$ cat config.mk
export PLATFORM = sky130hd
export DESIGN_NAME = sysctl_top
export DESIGN_NICKNAME = d
export VERILOG_FILES = /design/src/rtl/bus_pkg.sv /design/src/rtl/map_pkg.sv /design/src/rtl/bus_decode.sv /design/src/rtl/bus_result.sv /design/src/rtl/devtbl_exec.sv /design/src/rtl/rst_seq.sv /design/src/rtl/sysctl_top.sv
export VERILOG_INCLUDE_DIRS = /design/src /design/src/rtl
export SDC_FILE = /design/constraint.sdc
export NUM_CORES = 1
export LEC_CHECK = 0
export BUFFER_PORTS_ARGS = -buffer_cell sky130_fd_sc_hd__buf_2
export CORE_MARGIN = 4
export CORE_UTILIZATION = 50
export CTS_CLUSTER_SIZE = 16
export DETAILED_ROUTE_END_ITERATION = 16
export GPL_TIMING_DRIVEN = 0
export PLACE_DENSITY_LB_ADDON = 0.15
export SLEW_MARGIN = 40
export SYNTH_ARGS = -nofsm -noshare
export SYNTH_HDL_FRONTEND = slang
export SYNTH_SLANG_ARGS = --single-unit
$ cat constraint.sdc
create_clock -name clk24mhz -period 8.45 [get_ports clk24mhz]
set_clock_uncertainty 0.05 [all_clocks]
set_input_delay 1.69 -clock clk24mhz [delete_from_list [all_inputs] [get_ports clk24mhz]]
set_output_delay 1.69 -clock clk24mhz [all_outputs]
set_load 0.05 [all_outputs]
$ cat src/rtl/sysctl_settings.svh
`ifndef SYSCTL_SETTINGS_SVH
`define SYSCTL_SETTINGS_SVH

// Width of one bus data word
`define SYSCTL_ARCHBITSZ 32

// Byte address bits dropped to form a word address
`define SYSCTL_WORDSHIFT 2

// Word address width
`define SYSCTL_ADDRBITSZ (`SYSCTL_ARCHBITSZ - `SYSCTL_WORDSHIFT)

// One byte enable per data byte
`define SYSCTL_SELBITSZ (`SYSCTL_ARCHBITSZ / 8)

// Reset counter width and the count it reloads with
`define SYSCTL_RST_CNTR_BITSZ 16
`define SYSCTL_RST_CYCLES 32

// Word offset of the reset command register in the device table region
`define SYSCTL_RSTCMD_WORD 'h100

`endif

$ cat src/rtl/bus_pkg.sv
`include "sysctl_settings.svh"

package bus_pkg;

	// Data word and byte enables
	typedef logic [`SYSCTL_ARCHBITSZ-1:0] word_t;
	typedef logic [`SYSCTL_SELBITSZ-1:0]  sel_t;

	// Word address, the byte address without its low bits
	typedef logic [`SYSCTL_ADDRBITSZ-1:0] waddr_t;

	// Access kind, SWAP writes and returns the old word
	typedef enum logic [1:0] {
		NONE  = 2'd0,
		WRITE = 2'd1,
		READ  = 2'd2,
		SWAP  = 2'd3
	} bus_op_e;

	// One access, held for a single cycle
	typedef struct packed {
		bus_op_e op;
		waddr_t  addr;
		word_t   data;
	} bus_req_t;

	// Reply, data is valid only with rdy
	typedef struct packed {
		word_t data;
		logic  rdy;
	} bus_rsp_t;

endpackage

$ cat src/rtl/map_pkg.sv
package map_pkg;

	typedef logic [15:0] dev_id_t;
	typedef logic [31:0] mapsz_t;

	// Slaves in address order, INVALID catches everything above BOOTLDR
	typedef enum logic [2:0] {
		SDCARD,
		DEVTBL,
		INTCTRL,
		SERIAL,
		RAM,
		RAMCTRL,
		BOOTLDR,
		INVALID
	} slave_e;

	localparam int unsigned NUM_SLAVES = 8;

	// Region sizes in bytes, indexed by slave_e
	localparam mapsz_t SLAVE_MAPSZ [NUM_SLAVES] = '{
		32'h0000_1000, 32'h0000_1000, 32'h0000_1000, 32'h0000_1000,
		32'h2000_0000, 32'h0001_0000, 32'h0000_1000, 32'h0000_1000
	};

	localparam dev_id_t SLAVE_ID [NUM_SLAVES] = '{4, 7, 3, 5, 1, 0, 0, 0};

	localparam logic SLAVE_USEINTR [NUM_SLAVES] = '{1, 0, 0, 1, 0, 0, 0, 0};

	// One line of the device table
	typedef struct packed {
		dev_id_t id;
		logic    useintr;
		mapsz_t  mapsz;
	} dev_entry_t;

	// Reset command bits as written by software
	typedef struct packed {
		logic rst1;
		logic rst0;
	} rst_cmd_t;

	function automatic dev_entry_t dev_entry(slave_e s);
		dev_entry_t e;
		e.id      = SLAVE_ID[s];
		e.useintr = SLAVE_USEINTR[s];
		e.mapsz   = SLAVE_MAPSZ[s];
		return e;
	endfunction

	// Byte base of a region, the sum of all regions below it
	function automatic mapsz_t region_base(slave_e s);
		mapsz_t base;
		base = '0;
		for (int k = 0; k < NUM_SLAVES; k++) begin
			if (k < int'(s)) begin
				base = base + SLAVE_MAPSZ[k];
			end
		end
		return base;
	endfunction

endpackage

$ cat src/rtl/bus_decode.sv
`timescale 1ns/1ps

module bus_decode (
	input  logic              clk24mhz,
	input  logic              rst_i,
	input  bus_pkg::bus_req_t req_i,
	input  logic              done_i,
	output bus_pkg::bus_req_t dec_req_o,
	output map_pkg::slave_e   dec_slave_o,
	output logic              busy_o
);
	import bus_pkg::*;
	import map_pkg::*;

	logic   strobe;
	slave_e slave_w;
	waddr_t base_w;

	// Region base as a word address
	function automatic waddr_t region_wbase(slave_e s);
		mapsz_t base;
		base = region_base(s);
		return base[$bits(mapsz_t)-1:2];
	endfunction

	assign strobe = (req_i.op != NONE);

	// Walk down so that the lowest region holding the address wins
	always_comb begin
		slave_w = INVALID;
		base_w  = region_wbase(INVALID);
		for (int k = int'(BOOTLDR); k >= 0; k--) begin
			if (req_i.addr < region_wbase(slave_e'(k + 1))) begin
				slave_w = slave_e'(k);
				base_w  = region_wbase(slave_e'(k));
			end
		end
	end

	always_ff @(posedge clk24mhz) begin
		if (strobe) begin
			dec_req_o.addr <= req_i.addr - base_w;
			dec_req_o.data <= req_i.data;
			dec_slave_o    <= slave_w;
		end
		if (rst_i) begin
			dec_req_o.op <= NONE;
			busy_o       <= 1'b0;
		end else begin
			// Op falls back to NONE with the strobe
			dec_req_o.op <= req_i.op;
			if (strobe) begin
				busy_o <= 1'b1;
			end else if (done_i) begin
				busy_o <= 1'b0;
			end
		end
	end

	// One access at a time, the next strobe waits for the response
	a_no_strobe_when_busy: assert property (
		@(posedge clk24mhz) disable iff (rst_i)
		strobe |-> !busy_o
	);

endmodule

$ cat src/rtl/bus_result.sv
`timescale 1ns/1ps

module bus_result (
	input  logic              clk24mhz,
	input  logic              rst_i,
	input  bus_pkg::bus_req_t dec_req_i,
	input  map_pkg::slave_e   dec_slave_i,
	input  bus_pkg::bus_rsp_t tbl_rsp_i,
	input  bus_pkg::bus_rsp_t ext_rsp_i,
	output bus_pkg::bus_req_t ext_req_o,
	output map_pkg::slave_e   ext_slave_o,
	output bus_pkg::bus_rsp_t rsp_o,
	output logic              done_o
);
	import bus_pkg::*;
	import map_pkg::*;

	typedef enum logic {
		IDLE,
		WAIT_EXT
	} state_e;

	state_e state;
	logic   ext_hit;

	// Everything except the table and the invalid device lives outside
	assign ext_hit = (state == IDLE) && (dec_req_i.op != NONE) &&
		!(dec_slave_i inside {DEVTBL, INVALID});

	always_comb begin
		ext_req_o = dec_req_i;
		if (!ext_hit) begin
			ext_req_o.op = NONE;
		end
	end

	assign ext_slave_o = dec_slave_i;

	// The one response for the access in flight
	assign done_o = ((state == IDLE) && tbl_rsp_i.rdy) ||
		((state == WAIT_EXT) && ext_rsp_i.rdy);

	always_ff @(posedge clk24mhz) begin
		if (rst_i) begin
			state <= IDLE;
		end else if (ext_hit) begin
			state <= WAIT_EXT;
		end else if ((state == WAIT_EXT) && ext_rsp_i.rdy) begin
			state <= IDLE;
		end
	end

	always_ff @(posedge clk24mhz) begin
		if (done_o) begin
			rsp_o.data <= (state == WAIT_EXT) ? ext_rsp_i.data : tbl_rsp_i.data;
		end
		if (rst_i) begin
			rsp_o.rdy <= 1'b0;
		end else begin
			rsp_o.rdy <= done_o;
		end
	end

	// External replies only come back for a forwarded access
	a_no_ext_rsp_idle: assert property (
		@(posedge clk24mhz) disable iff (rst_i)
		(state == IDLE) |-> !ext_rsp_i.rdy
	);

endmodule

$ cat src/rtl/devtbl_exec.sv
`timescale 1ns/1ps
`include "sysctl_settings.svh"

module devtbl_exec (
	input  logic              clk24mhz,
	input  logic              rst_i,
	input  bus_pkg::bus_req_t dec_req_i,
	input  map_pkg::slave_e   dec_slave_i,
	input  bus_pkg::sel_t     sel_i,
	output bus_pkg::bus_rsp_t tbl_rsp_o,
	output map_pkg::rst_cmd_t rst_cmd_o
);
	import bus_pkg::*;
	import map_pkg::*;

	sel_t       sel_q;
	dev_entry_t entry;
	word_t      rd_data;
	logic       tbl_hit;
	logic       cmd_hit;
	logic       cmd_wr;

	// Byte enables arrive with the strobe, one cycle ahead of the decoded access
	always_ff @(posedge clk24mhz) begin
		sel_q <= sel_i;
	end

	assign tbl_hit = (dec_req_i.op != NONE) && (dec_slave_i == DEVTBL);
	assign cmd_hit = (dec_req_i.addr == waddr_t'(`SYSCTL_RSTCMD_WORD));
	assign cmd_wr  = tbl_hit && cmd_hit && (dec_req_i.op inside {WRITE, SWAP}) && sel_q[0];

	// Even word is id and interrupt use, odd word is map size
	always_comb begin
		entry   = dev_entry(slave_e'(dec_req_i.addr[3:1]));
		rd_data = '0;
		if ((dec_req_i.addr >> 4) == '0) begin
			if (dec_req_i.addr[0]) begin
				rd_data = entry.mapsz;
			end else begin
				rd_data = {entry.useintr, 15'b0, entry.id};
			end
		end else if (cmd_hit) begin
			rd_data = word_t'(rst_cmd_o);
		end
	end

	// Table and invalid device both answer during the decoded cycle
	always_comb begin
		tbl_rsp_o.rdy  = (dec_req_i.op != NONE) && (dec_slave_i inside {DEVTBL, INVALID});
		tbl_rsp_o.data = (dec_slave_i == DEVTBL) ? rd_data : '0;
	end

	// Command bits clear when the system reset they cause comes back
	always_ff @(posedge clk24mhz) begin
		if (rst_i) begin
			rst_cmd_o <= '0;
		end else if (cmd_wr) begin
			rst_cmd_o <= rst_cmd_t'(dec_req_i.data[1:0]);
		end
	end

endmodule

$ cat src/rtl/rst_seq.sv
`timescale 1ns/1ps
`include "sysctl_settings.svh"

module rst_seq (
	input  logic              clk24mhz,
	input  logic              rst_p,
	input  map_pkg::rst_cmd_t rst_cmd_i,
	output logic              sys_rst_o,
	output logic              pwroff_o
);

	typedef logic [`SYSCTL_RST_CNTR_BITSZ-1:0] rst_cntr_t;

	rst_cntr_t rst_cntr;
	logic      sw_warm;
	logic      sw_cold;
	logic      sw_pwroff;

	// rst1 alone is warm, both bits cold, rst0 alone power-off
	assign sw_warm   = rst_cmd_i.rst1 && !rst_cmd_i.rst0;
	assign sw_cold   = rst_cmd_i.rst1 && rst_cmd_i.rst0;
	assign sw_pwroff = !rst_cmd_i.rst1 && rst_cmd_i.rst0;

	always_ff @(posedge clk24mhz) begin
		if (rst_p || sw_warm || sw_cold) begin
			rst_cntr <= rst_cntr_t'(`SYSCTL_RST_CYCLES);
		end else if (rst_cntr != '0) begin
			rst_cntr <= rst_cntr - 1'b1;
		end
	end

	// Power-off stays latched until the user reset or a cold reset
	always_ff @(posedge clk24mhz) begin
		if (rst_p || sw_cold) begin
			pwroff_o <= 1'b0;
		end else if (sw_pwroff) begin
			pwroff_o <= 1'b1;
		end
	end

	assign sys_rst_o = (rst_cntr != '0) || pwroff_o;

	// The system reset clears the command bits that caused it
	a_rst_clears_cmd: assert property (
		@(posedge clk24mhz) disable iff (rst_p)
		sys_rst_o |=> (!rst_cmd_i.rst1 && !rst_cmd_i.rst0)
	);

endmodule

$ cat src/rtl/sysctl_top.sv
`timescale 1ns/1ps

module sysctl_top (
	input  logic              clk24mhz,
	input  logic              rst_p,
	input  bus_pkg::bus_req_t req_i,
	input  bus_pkg::sel_t     sel_i,
	input  bus_pkg::bus_rsp_t ext_rsp_i,
	output bus_pkg::bus_rsp_t rsp_o,
	output bus_pkg::bus_req_t ext_req_o,
	output map_pkg::slave_e   ext_slave_o,
	output logic              sys_rst_o,
	output logic              pwroff_o
);
	import bus_pkg::*;
	import map_pkg::*;

	bus_req_t dec_req;
	slave_e   dec_slave;
	bus_rsp_t tbl_rsp;
	rst_cmd_t rst_cmd;
	logic     done;

	// The system reset also clears the bus side, including the command bits
	bus_decode u_bus_decode (
		.clk24mhz    (clk24mhz),
		.rst_i       (sys_rst_o),
		.req_i       (req_i),
		.done_i      (done),
		.dec_req_o   (dec_req),
		.dec_slave_o (dec_slave),
		.busy_o      ()
	);

	devtbl_exec u_devtbl_exec (
		.clk24mhz    (clk24mhz),
		.rst_i       (sys_rst_o),
		.dec_req_i   (dec_req),
		.dec_slave_i (dec_slave),
		.sel_i       (sel_i),
		.tbl_rsp_o   (tbl_rsp),
		.rst_cmd_o   (rst_cmd)
	);

	rst_seq u_rst_seq (
		.clk24mhz  (clk24mhz),
		.rst_p     (rst_p),
		.rst_cmd_i (rst_cmd),
		.sys_rst_o (sys_rst_o),
		.pwroff_o  (pwroff_o)
	);

	bus_result u_bus_result (
		.clk24mhz    (clk24mhz),
		.rst_i       (sys_rst_o),
		.dec_req_i   (dec_req),
		.dec_slave_i (dec_slave),
		.tbl_rsp_i   (tbl_rsp),
		.ext_rsp_i   (ext_rsp_i),
		.ext_req_o   (ext_req_o),
		.ext_slave_o (ext_slave_o),
		.rsp_o       (rsp_o),
		.done_o      (done)
	);

endmodule

======== Yosys cells after proc, flatten, opt, wreduce, memory -nomap -nowiden ========
Memory sizes are Yosys's and may differ from the RTL's.
Index checks and enable logic that the tools add are counted.
storage, ports and cells
  latch bits .............................. 0
  logic and storage cells ................. 120
  output and inout port bits .............. 102
  memories kept ........................... 3
  bits in read-only memories .............. 392
  RAM bits ................................ 0
  register bits ........................... 121
memories
  name              words  width  rd ports  clocked after Yosys merged registers in  wr ports  RTL line       text
  (name not given)  8      32     1         0                                        0         map_pkg.sv:47  e.mapsz = SLAVE_MAPSZ[s];
  (name not given)  8      16     1         0                                        0         map_pkg.sv:45  e.id = SLAVE_ID[s];
  (name not given)  8      1      1         0                                        0         map_pkg.sv:46  e.useintr = SLAVE_USEINTR[s];
cells by class
  shift operators ......................... 0
  bitwise gates (word level) .............. 2
  mux-type cells .......................... 42
  order comparisons ....................... 8
  divide/modulo/power cells ............... 0
  eq/ne operators ......................... 5
  add/subtract/negate cells ............... 17
  multiply operators ...................... 0
  reduce and logical (&&, ||, !) cells .... 29
operator list
  kind                    number
  $mux 32                 21
  $add 32x13->32 const B  12
  $mux 30                 7
  $lt 30x28->1 const B    3
  $add 32x30->32 const B  2
  $lt 30x12->1 const B    2
  $add 32x17->32 const B  1
  $mux 16                 2
  $eq 30x9->1 const B     1
  $logic_not 30->1        1
  $lt 30x11->1 const B    1
  $lt 30x13->1 const B    1
  $sub 30x30->30          1
  $reduce_bool 16->1      1
  $sub 16x1->16 const B   1
  $logic_and 1x1->1       12
  $reduce_bool 2->1       5
  $mux 2                  4
  $mux 1                  6
  $mux 3                  2
  $logic_or 1x1->1        5
  $ge 4x4->1 const B      1
  $not 3->4               1
  $reduce_or 4->1         1
  7 further kinds         9

======== Longest topological paths before layout ========
Gate-level depths: netlist (run 1).
  word-level depth ........................ 19
  depth in mapped cells ................... 13

======== Hierarchy ========
A second synthesis (run 1) with hierarchy kept.
second synthesis, totals
  cell total of the unflattened synthesis .. 492
  area, all modules ....................... 6283.5 µm²
by module, submodules not included
  module       times used  area each (µm²)  seq. area each (µm²)  cells an instance
  bus_decode   1           2696.3           2011.9                167
  bus_result   1           2084.5           1001.0                146
  rst_seq      1           877.1            340.3                 104
  devtbl_exec  1           625.6            60.1                  75

======== Least setup slack after synthesis (run 1) ========
Ideal clock, no wire load.
  path type ............................... input to register
  from .................................... input port req_i[47] (netlist bit)
  to ...................................... register u_bus_decode.dec_req_o[55] (netlist bit), data pin
  required time ........................... 8142 ps
  buffers on the path ..................... 0
  stages .................................. 11
  setup slack ............................. 3252 ps
  data arrival time ....................... 4891 ps
  path through ............................ or4_4 nor4_1 nand2_1 nor3_2 nand3_1 ha_1 nand2b_1 a21oi_1 a211oi_1 or3b_2 xnor2_1
between the ends
  longest elaborated chain between the ends .. 9
  elaborated cells on any way between the ends .. 15
RTL lines
  element                RTL line          text
  start, declared        sysctl_top.sv:6   input bus_pkg::bus_req_t req_i,
  $lt 30x28->1           bus_decode.sv:33  if (req_i.addr < region_wbase(slave_e'(k + 1))) begin
  $mux 30 (7 in series)  bus_decode.sv:33
  $sub 30x30->30 *       bus_decode.sv:42  dec_req_o.addr <= req_i.addr - base_w;
  end, declared          bus_decode.sv:8   output bus_pkg::bus_req_t dec_req_o,
Mark *: on every way between the ends. The rest lies on a longest branch, timed or not.
A chain may end at the register's enable or synchronous reset.

======== Worst setup path after layout (run 1) ========
Same ends and word-level chain as after synthesis.

==> results of run 1 <==
==> metrics by stage <==
| step | cell area, sq um | worst slack, ps | util (%) | instances | hold slack [ps] |
|---|---|---|---|---|---|
| after floorplan | 5560 | 3250 | - | 459 | 398 |
| after global placement | 6740 | 2450 | 62.2 | 800 | 423 |
| after detailed placement | 6770 | 2680 | 62.4 | 801 | 446 |
| after CTS | 7380 | 3250 | 68.1 | 833 | 456 |
| after global routing | 7390 | 3200 | 68.2 | 833 | 488 |
| final | 7390 | 3510 | 68.2 | 833 | 459 |
==> power groups by stage <==
stage                     sequential [W]  clock, W  combinational (W)
final                           0.000742  0.000737           0.000391
after global routing            0.000750  0.000782           0.000424
after CTS                       0.000743  0.000752           0.000393
after detailed placement        0.000754         0           0.000392
after global placement          0.000752         0           0.000382
after floorplan                 0.000762         0           0.000281
==> placed cells by master, fill, tap and decap left out, types with 12 or more instances in the layout <==
cell type,n
nor2_1,39
nand2_1,29
buf_2,201
buf_4,62
edfxtp_1,97
nor4_1,16
o21ai_0,12
clkbuf_16,16
a21oi_1,12
xor2_1,19
dfxtp_1,24
and2_1,30
==> cell usage after synthesis, types with 4 or more instances <==
master and instances:
a21oi_1 12, and2_1 30, buf_4 62, clkbuf_1 7
dfxtp_1 24, edfxtp_1 97, ha_1 10, inv_1 11
nand2_1 29, nand2b_1 6, nand3_1 9, nand4_1 4
nor2_1 39, nor3_1 8, nor4_1 17, o21ai_0 12
o31ai_1 4, or2_2 5, xnor2_1 11, xor2_1 19
==> area by class of cell <==
class / instances / area share (%)
clock inverter: 15 / 2.73
clock buffer: 17 / 5.60
buffer: 69 / 6.65
sequential: 121 / 45.9
tap: 140 / 2.37
multi-input combinational: 258 / 22.3
inverter: 11 / 0.559
timing repair buffer: 202 / 13.9
==> state kept, by name, summed over array words and instances (netlist names) <==
signal,count
u_rst_seq.pwroff_o,1
u_devtbl_exec.rst_cmd_o,2
u_bus_decode.dec_req_o,64
u_devtbl_exec.sel_q,1
u_bus_result.state,1
u_bus_result.rsp_o,33
u_bus_decode.dec_slave_o,3
u_rst_seq.rst_cntr,16
==> metal layers <==
layer	part of all wire, %	vias up	wire length [um]
li1	-	2027	-
met1	37	1900	4690
met2	52	155	6460
met3	8.5	26	1070
met4	2.4	2	303
met5	0.10	-	13
==> worst reg2reg max path, cell delays in order (launching register included) <==
cell      delay [ps]
dfxtp_1          360
nor4_1           630
nand4_1          400
and4b_1          360
xnor2_1          150
nand2b_1          70
==> how the worst max path moves through the flow <==
| stage | start | end | slack, ps | cells past startpoint |
|---|---|---|---|---|
| 2_1_floorplan | req_i[47] | u_bus_decode.dec_req_o[55] | 3250 | 11 |
| 3_3_place_gp | req_i[47] | u_bus_decode.dec_req_o[55] | 2450 | 12 |
| 3_5_place_dp | req_i[47] | u_bus_decode.dec_req_o[55] | 2680 | 12 |
| 4_1_cts | req_i[47] | u_bus_decode.dec_req_o[55] | 3250 | 12 |
| 5_1_grt | req_i[47] | u_bus_decode.dec_req_o[55] | 3200 | 12 |
| 6_report | req_i[47] | u_bus_decode.dec_req_o[55] | 3510 | 12 |
==> logic make-up (layout without fill, tap and decap cells) <==
| group | after synthesis | after routing | share of synthesized area (%) |
|---|---|---|---|
| simple gates | 174 | 174 | 17.1 |
| flops | 121 | 121 | 61.0 |
| compound gates | 41 | 41 | 4.59 |
| fa+ha+maj | 11 | 11 | 2.61 |
| xor+xnor | 30 | 30 | 4.73 |
| mux | 2 | 2 | 0.360 |
| buf+inv | 80 | 314 | 9.59 |
==> summary.txt, run 1 <==
FMAX: 202 MHz
Max incr delay on CP: 590 ps
Synth cell types: 45
Fin nets: 794
Crit path DAT: 5150 ps
Die ar.: 12900 sq um
Crit-path max FO: 8
Pleak: 3.25 nW
Mapped Area: 5560 sq um
Total clock sinks: 121
CTS HTree Levels: 4
# Post-CTS Setup Buffers: 0
Global placer's final weighted congestion: 0.861
Synth area leaders: edfxtp_1, dfxtp_1, buf_4
Syn-to-layout area delta: 33.0%
Largest net degree at the start of global routing: 36
Worst path buffer plus inverter count: 1
Vias per inst: 4.93
Port-buffer cells: 201
Site Rows: 38
Initial antenna violation count: 1
Residual DRC: 0
Max-slew headroom: 50.9%
Critical path class: input pin to flip-flop
GRT met1 Usage: 22.3%
Pins Over Slew Limit: 0
Synth Net Count: 573
Delay-heaviest family, CP: simple AND/OR/NAND/NOR gates
Internal Power: 0.00132 W
Synth Warn #: 0
P_sw: 0.000552 W
CTS max path bufs: 2
Max VDD drop: 0.141 mV
Cell taking the most area after synthesis: edfxtp_1
Max Cap Violations: 0
Tcrit/Tclk final: 58.4%
CP max-delay cell: or4_4
Combinational power share: 20.9%
R2R Path End: u_rst_seq.rst_cntr[5]
Gr busiest metal: met2
RSZ-0062 raised after global routing: no
GR Layer Usage met2: 35.0%
Hold path startpoint: u_rst_seq.rst_cntr[12]
Vias: 4110
Crit start category: input pin
Num CTS Buffers: 17
# diodes: 0
Hold Crit Class: flip-flop to flip-flop
R2R Path Start: u_rst_seq.rst_cntr[8]
M3 GR Usage: 6.95%
Final setup viols: 0
Seq pwr share: 39.7%
# IOs: 205
WHS Endpoint: u_rst_seq.rst_cntr[12]
Cts hold-fix bufs: 0
Share of layout cells above drive strength 1: 44.9%
Filler instances: 831
R2R depth: 5
Pwr/cell area: 253 nW/um^2
Initial DRC Count: 203
Switch share: 29.5%
Grt total ovfl: 0
Area of the multi-input gates: 1650 sq um
Worst path cell trace: buf_2 > or4_4 > nor4_2 > nand2_1 > nor3_2 > nand3_1 > ha_1 > nand2b_1 > a21oi_1 > a211oi_2 > or3b_2 > xnor2_1
Setup TNS: 0 ps
R2r setup slk: 6330 ps
Core Box Area: 10800 sq um
Sequential area share after synthesis: 61.0%
Fraction of registers with async set/reset: 0%
First-pass GRT wire length: 20.1 mm
Clock Latency Late Sink: 510 ps
Die height: 113 um
Reg area: 3390 sq um
Vias in the first global route: 4192
Final hold violation count: 0
Clock Power Share: 39.4%
Avg Cell Area, Syn: 12.1 sq um
Critical Path RT: 8660 ps
Slew @ Worst Pin: 736 ps
Die W: 113 um
CTS tree: done
EDFF count, synth: 97
Pwr Total: 0.00187 W
Hpwl dp: 9.81 mm
Total Routing Usage GR: 20.1%
Drt first pass iters: 4
Tmin final: 4940 ps
Crit. End Element: flip-flop
Hold Path Depth: 2
Post-DRT Antenna Nets: 0
CTS root buf: clkbuf_8
Yosys top cell area share: 52.4%
Initial Util: 51.3%
Cell count after synthesis: 459
Most used DFF post-synth: edfxtp_1
Run status: complete, no violations
Post-Route WL: 12.5 mm
Post-CTS sizing: 0
Wirelength per Cell: 15.0 um
Synth Register Bits: 121
Reg clk slew, reported paths: 60 ps
Power figures use the tool's default switching activity.
==> run 2, diff against run 1 <==
--- a/config.mk
+++ b/config.mk
@@ -6,6 +6,7 @@
 export SDC_FILE = /design/constraint.sdc
 export NUM_CORES = 1
 export LEC_CHECK = 0
+export ABC_AREA = 1
 export BUFFER_PORTS_ARGS = -buffer_cell sky130_fd_sc_hd__buf_2
 export CORE_MARGIN = 4
 export CORE_UTILIZATION = 50
==> constraint.sdc (replaced) <==
create_clock -name clk24mhz -period 4.7 [get_ports clk24mhz]
set_clock_uncertainty 0.05 [all_clocks]
set_input_delay 0.94 -clock clk24mhz [delete_from_list [all_inputs] [get_ports clk24mhz]]
set_output_delay 0.94 -clock clk24mhz [all_outputs]
set_load 0.05 [all_outputs]
==> summary.txt, run 2 <==
Run status: complete, no violations (unchanged)
Reg clk slew, reported paths: 50 ps (was 60 ps)
Max Cap Violations: 0 (unchanged)
# diodes: 0 (unchanged)
FMAX: 303 MHz
Seq pwr share: 40.3% (was 39.7%)
Most used DFF post-synth: edfxtp_1 (unchanged)
Cell count after synthesis: 610 (was 459)
EDFF count, synth: 97 (unchanged)
Vias: 4549 (was 4110)
Fraction of registers with async set/reset: 0% (unchanged)
Setup TNS: 0 ps (unchanged)
Pwr/cell area: 436 nW/um^2 (was 253 nW/um^2)
WL met2: 6.59 mm (was 6.46 mm)
First-pass GRT wire length: 20.2 mm (was 20.1 mm)
Switch share: 31.0% (was 29.5%)
Crit-path max FO: 4 (was 8)
Avg Cell Area, Syn: 9.68 sq um (was 12.1 sq um)
Post-route design area: 7660 sq um (was 7390 sq um)
Tcrit/Tclk final: 70.2%
Initial Util: 51.5% (was 51.3%)
Synth area leaders: edfxtp_1, dfxtp_1, nand2_1 (was edfxtp_1, dfxtp_1, buf_4)
# Post-CTS Setup Buffers: 0 (unchanged)
Synth cell types: 34 (was 45)
Cts hold-fix bufs: 0 (unchanged)
Initial DRC Count: 275 (was 203)
Clock Latency Late Sink: 400 ps (was 510 ps)
Wirelength per Cell: 13.2 um (was 15.0 um)
Post-CTS sizing: 0 (unchanged)
CTS max path bufs: 2 (unchanged)
Syn-to-layout area delta: 29.7% (was 33.0%)
Crit. End Element: flip-flop (unchanged)
# IOs: 205 (unchanged)
Pins Over Slew Limit: 0 (unchanged)
Mapped Area: 5900 sq um (was 5560 sq um)
Crit start category: input pin (unchanged)
Cell taking the most area after synthesis: edfxtp_1 (unchanged)
Internal Power: 0.00231 W (was 0.00132 W)
Synth Register Bits: 121 (unchanged)
Die W: 117 um (was 113 um)
Clock Power Share: 35.3% (was 39.4%)
Final setup viols: 0 (unchanged)
Drt first pass iters: 4 (unchanged)
Vias per inst: 4.62 (was 4.93)
Slew @ Worst Pin: 734 ps (was 736 ps)
Die ar.: 13600 sq um (was 12900 sq um)
Final Util: 66.8% (was 68.2%)
Final hold violation count: 0 (unchanged)
Core Box Area: 11500 sq um (was 10800 sq um)
Finished Layout Cells: 985 (was 833)
Most instantiated cells after synthesis: nand2_1, edfxtp_1, nor2_1 (was edfxtp_1, buf_4, nor2_1)
CTS root buf: clkbuf_16 (was clkbuf_8)
Hpwl dp: 10.2 mm (was 9.81 mm)
CTS tree: done (unchanged)
Critical Path RT: 4810 ps (was 8660 ps)
Initial antenna violation count: 0 (was 1)
P_sw: 0.00104 W (was 0.000552 W)
Share of layout cells above drive strength 1: 37.6% (was 44.9%)
Max-slew headroom: 50.9% (about the same)
Hold Crit Class: flip-flop to flip-flop (unchanged)
CTS HTree Levels: 4 (unchanged)
Post-DRT Antenna Nets: 0 (unchanged)
Most frequent cell after synthesis: nand2_1 (was edfxtp_1)
Post-Place Cells: 955 (was 801)
Fin nets: 945 (was 794)
Tmin final: 3300 ps
Total clock sinks: 121 (unchanged)
Grt total ovfl: 0 (unchanged)
Combinational power share: 24.5% (was 20.9%)
Synth Net Count: 724 (was 573)
Largest net degree at the start of global routing: 47 (was 36)
Filler instances: 942 (was 831)
Synth Warn #: 0 (unchanged)
Residual DRC: 0 (unchanged)
Register with the highest flop count: u_bus_decode.dec_req_o (unchanged)
Max VDD drop: 0.333 mV (was 0.141 mV)
Leading cell type in the layout, fill and taps excluded: buf_2 (unchanged)
Number of flip-flops in the largest register: 64 (unchanged)
Sequential area share after synthesis: 57.5% (was 61.0%)
Die height: 117 um (was 113 um)
Critical path class: input pin to flip-flop (unchanged)
Total Routing Usage GR: 19.4% (was 20.1%)
Most frequent cells in the layout: buf_2, nand2_1, edfxtp_1, nor2_1, inv_1 (was buf_2, edfxtp_1, buf_4, nor2_1, and2_1)
Port-buffer cells: 201 (unchanged)
Num CTS Buffers: 17 (unchanged)
RSZ-0062 raised after global routing: no (unchanged)
Pleak: 3.73 nW (was 3.25 nW)
Site Rows: 39 (was 38)
DR top layer: met4 (was met5)
Placed Area: 7120 sq um (was 6770 sq um)
WL met1: 5.31 mm (was 4.69 mm)
WL met3: 893 um (was 1.07 mm)
Crit path DAT: 3410 ps (was 5150 ps)
Post-Route WL: 13.0 mm (was 12.5 mm)
Vias in the first global route: 4499 (was 4192)
Yosys top cell area share: 49.3% (was 52.4%)
Top flop regs: u_bus_decode.dec_req_o x64, u_bus_result.rsp_o x33, u_rst_seq.rst_cntr x16 (unchanged)
Global placer's final weighted congestion: 0.911 (was 0.861)
run 2: cell types whose count changed in the layout (fill, tap and decap cells not counted), sizes merged, moves of 6 or more:
cell	previous run	this run
nand3	9	27
inv	12	82
nor3	9	16
nor2	39	91
nand2b	6	0
nor4	17	1
and2	30	0
nand2	29	129
run 2: kinds of logic after synthesis:
family,synth area share [%]
and+or+nand+nor,20.1
buffers and inverters,13.5
DFF,57.5
AOI/OAI and AO/OA,2.76
xor gates and xnor gates,3.71
adders and majority gates,2.46
run 2: power groups by stage:
stage          clock network [W]  registers [W]  logic [W]
6_report                 0.00118        0.00135   0.000818
5_1_grt                  0.00126        0.00136   0.000888
4_1_cts                  0.00121        0.00134   0.000822
3_5_place_dp                   0        0.00136   0.000815
3_3_place_gp                   0        0.00136   0.000802
2_1_floorplan                  0        0.00140   0.000580
run 2: metrics by stage:
step                      hold slack, ps  power [W]  setup slack [ps]
after global placement               419    0.00217              1050
final                                434    0.00334              1400
after floorplan                      403    0.00198              1480
after CTS                            436    0.00337              1410
after detailed placement             429    0.00218               974
after global routing                 484    0.00350              1090
run 2: worst max-delay path, stage by stage:
cell and delay (ps):
buf_2 120, nor2_1 130, nand2_1 140, nor2_1 190
nand3_1 110, o21ai_0 160, o21bai_1 80, inv_1 60
ha_1 130, inv_1 60, fa_1 390, nand2_1 90
nand2_1 80, nand2_1 90, nand3_1 190, nor2_1 150
nand2_1 90, nand2_1 80, nand2_1 50, nand2_1 50
nand2_1 40
run 2: final cells by class:
| cell class | instances | area [sq um] | share of cell area, % |
|---|---|---|---|
| Clock inverter | 12 | 110 | 1.44 |
| Multi-Input combinational cell | 339 | 1720 | 22.5 |
| Sequential cell | 121 | 3390 | 44.3 |
| Inverter | 82 | 308 | 4.02 |
| Tap cell | 143 | 179 | 2.34 |
| Timing Repair Buffer | 202 | 1030 | 13.4 |
| Buffer | 68 | 490 | 6.41 |
| Clock buffer | 18 | 429 | 5.60 |
run 2: final timing paths:
kind	start	end	slack, ps	depth (start not counted)
setup / recovery	req_i[52]	u_bus_decode.dec_req_o[60]	1400	21
hold / removal	u_rst_seq.rst_cntr[1]	u_rst_seq.rst_cntr[1]	430	2
setup reg to reg	u_bus_decode.dec_slave_o[1]	u_bus_result.rsp_o[29]	2800	5
hold reg to reg	u_rst_seq.rst_cntr[1]	u_rst_seq.rst_cntr[1]	430	2
run 2: metal layers:
metal,up-vias,global-route usage (%)
li1,2341,-
met1,2043,23.0
met5,-,0
met2,149,33.3
met4,0,8.03
met3,16,5.34
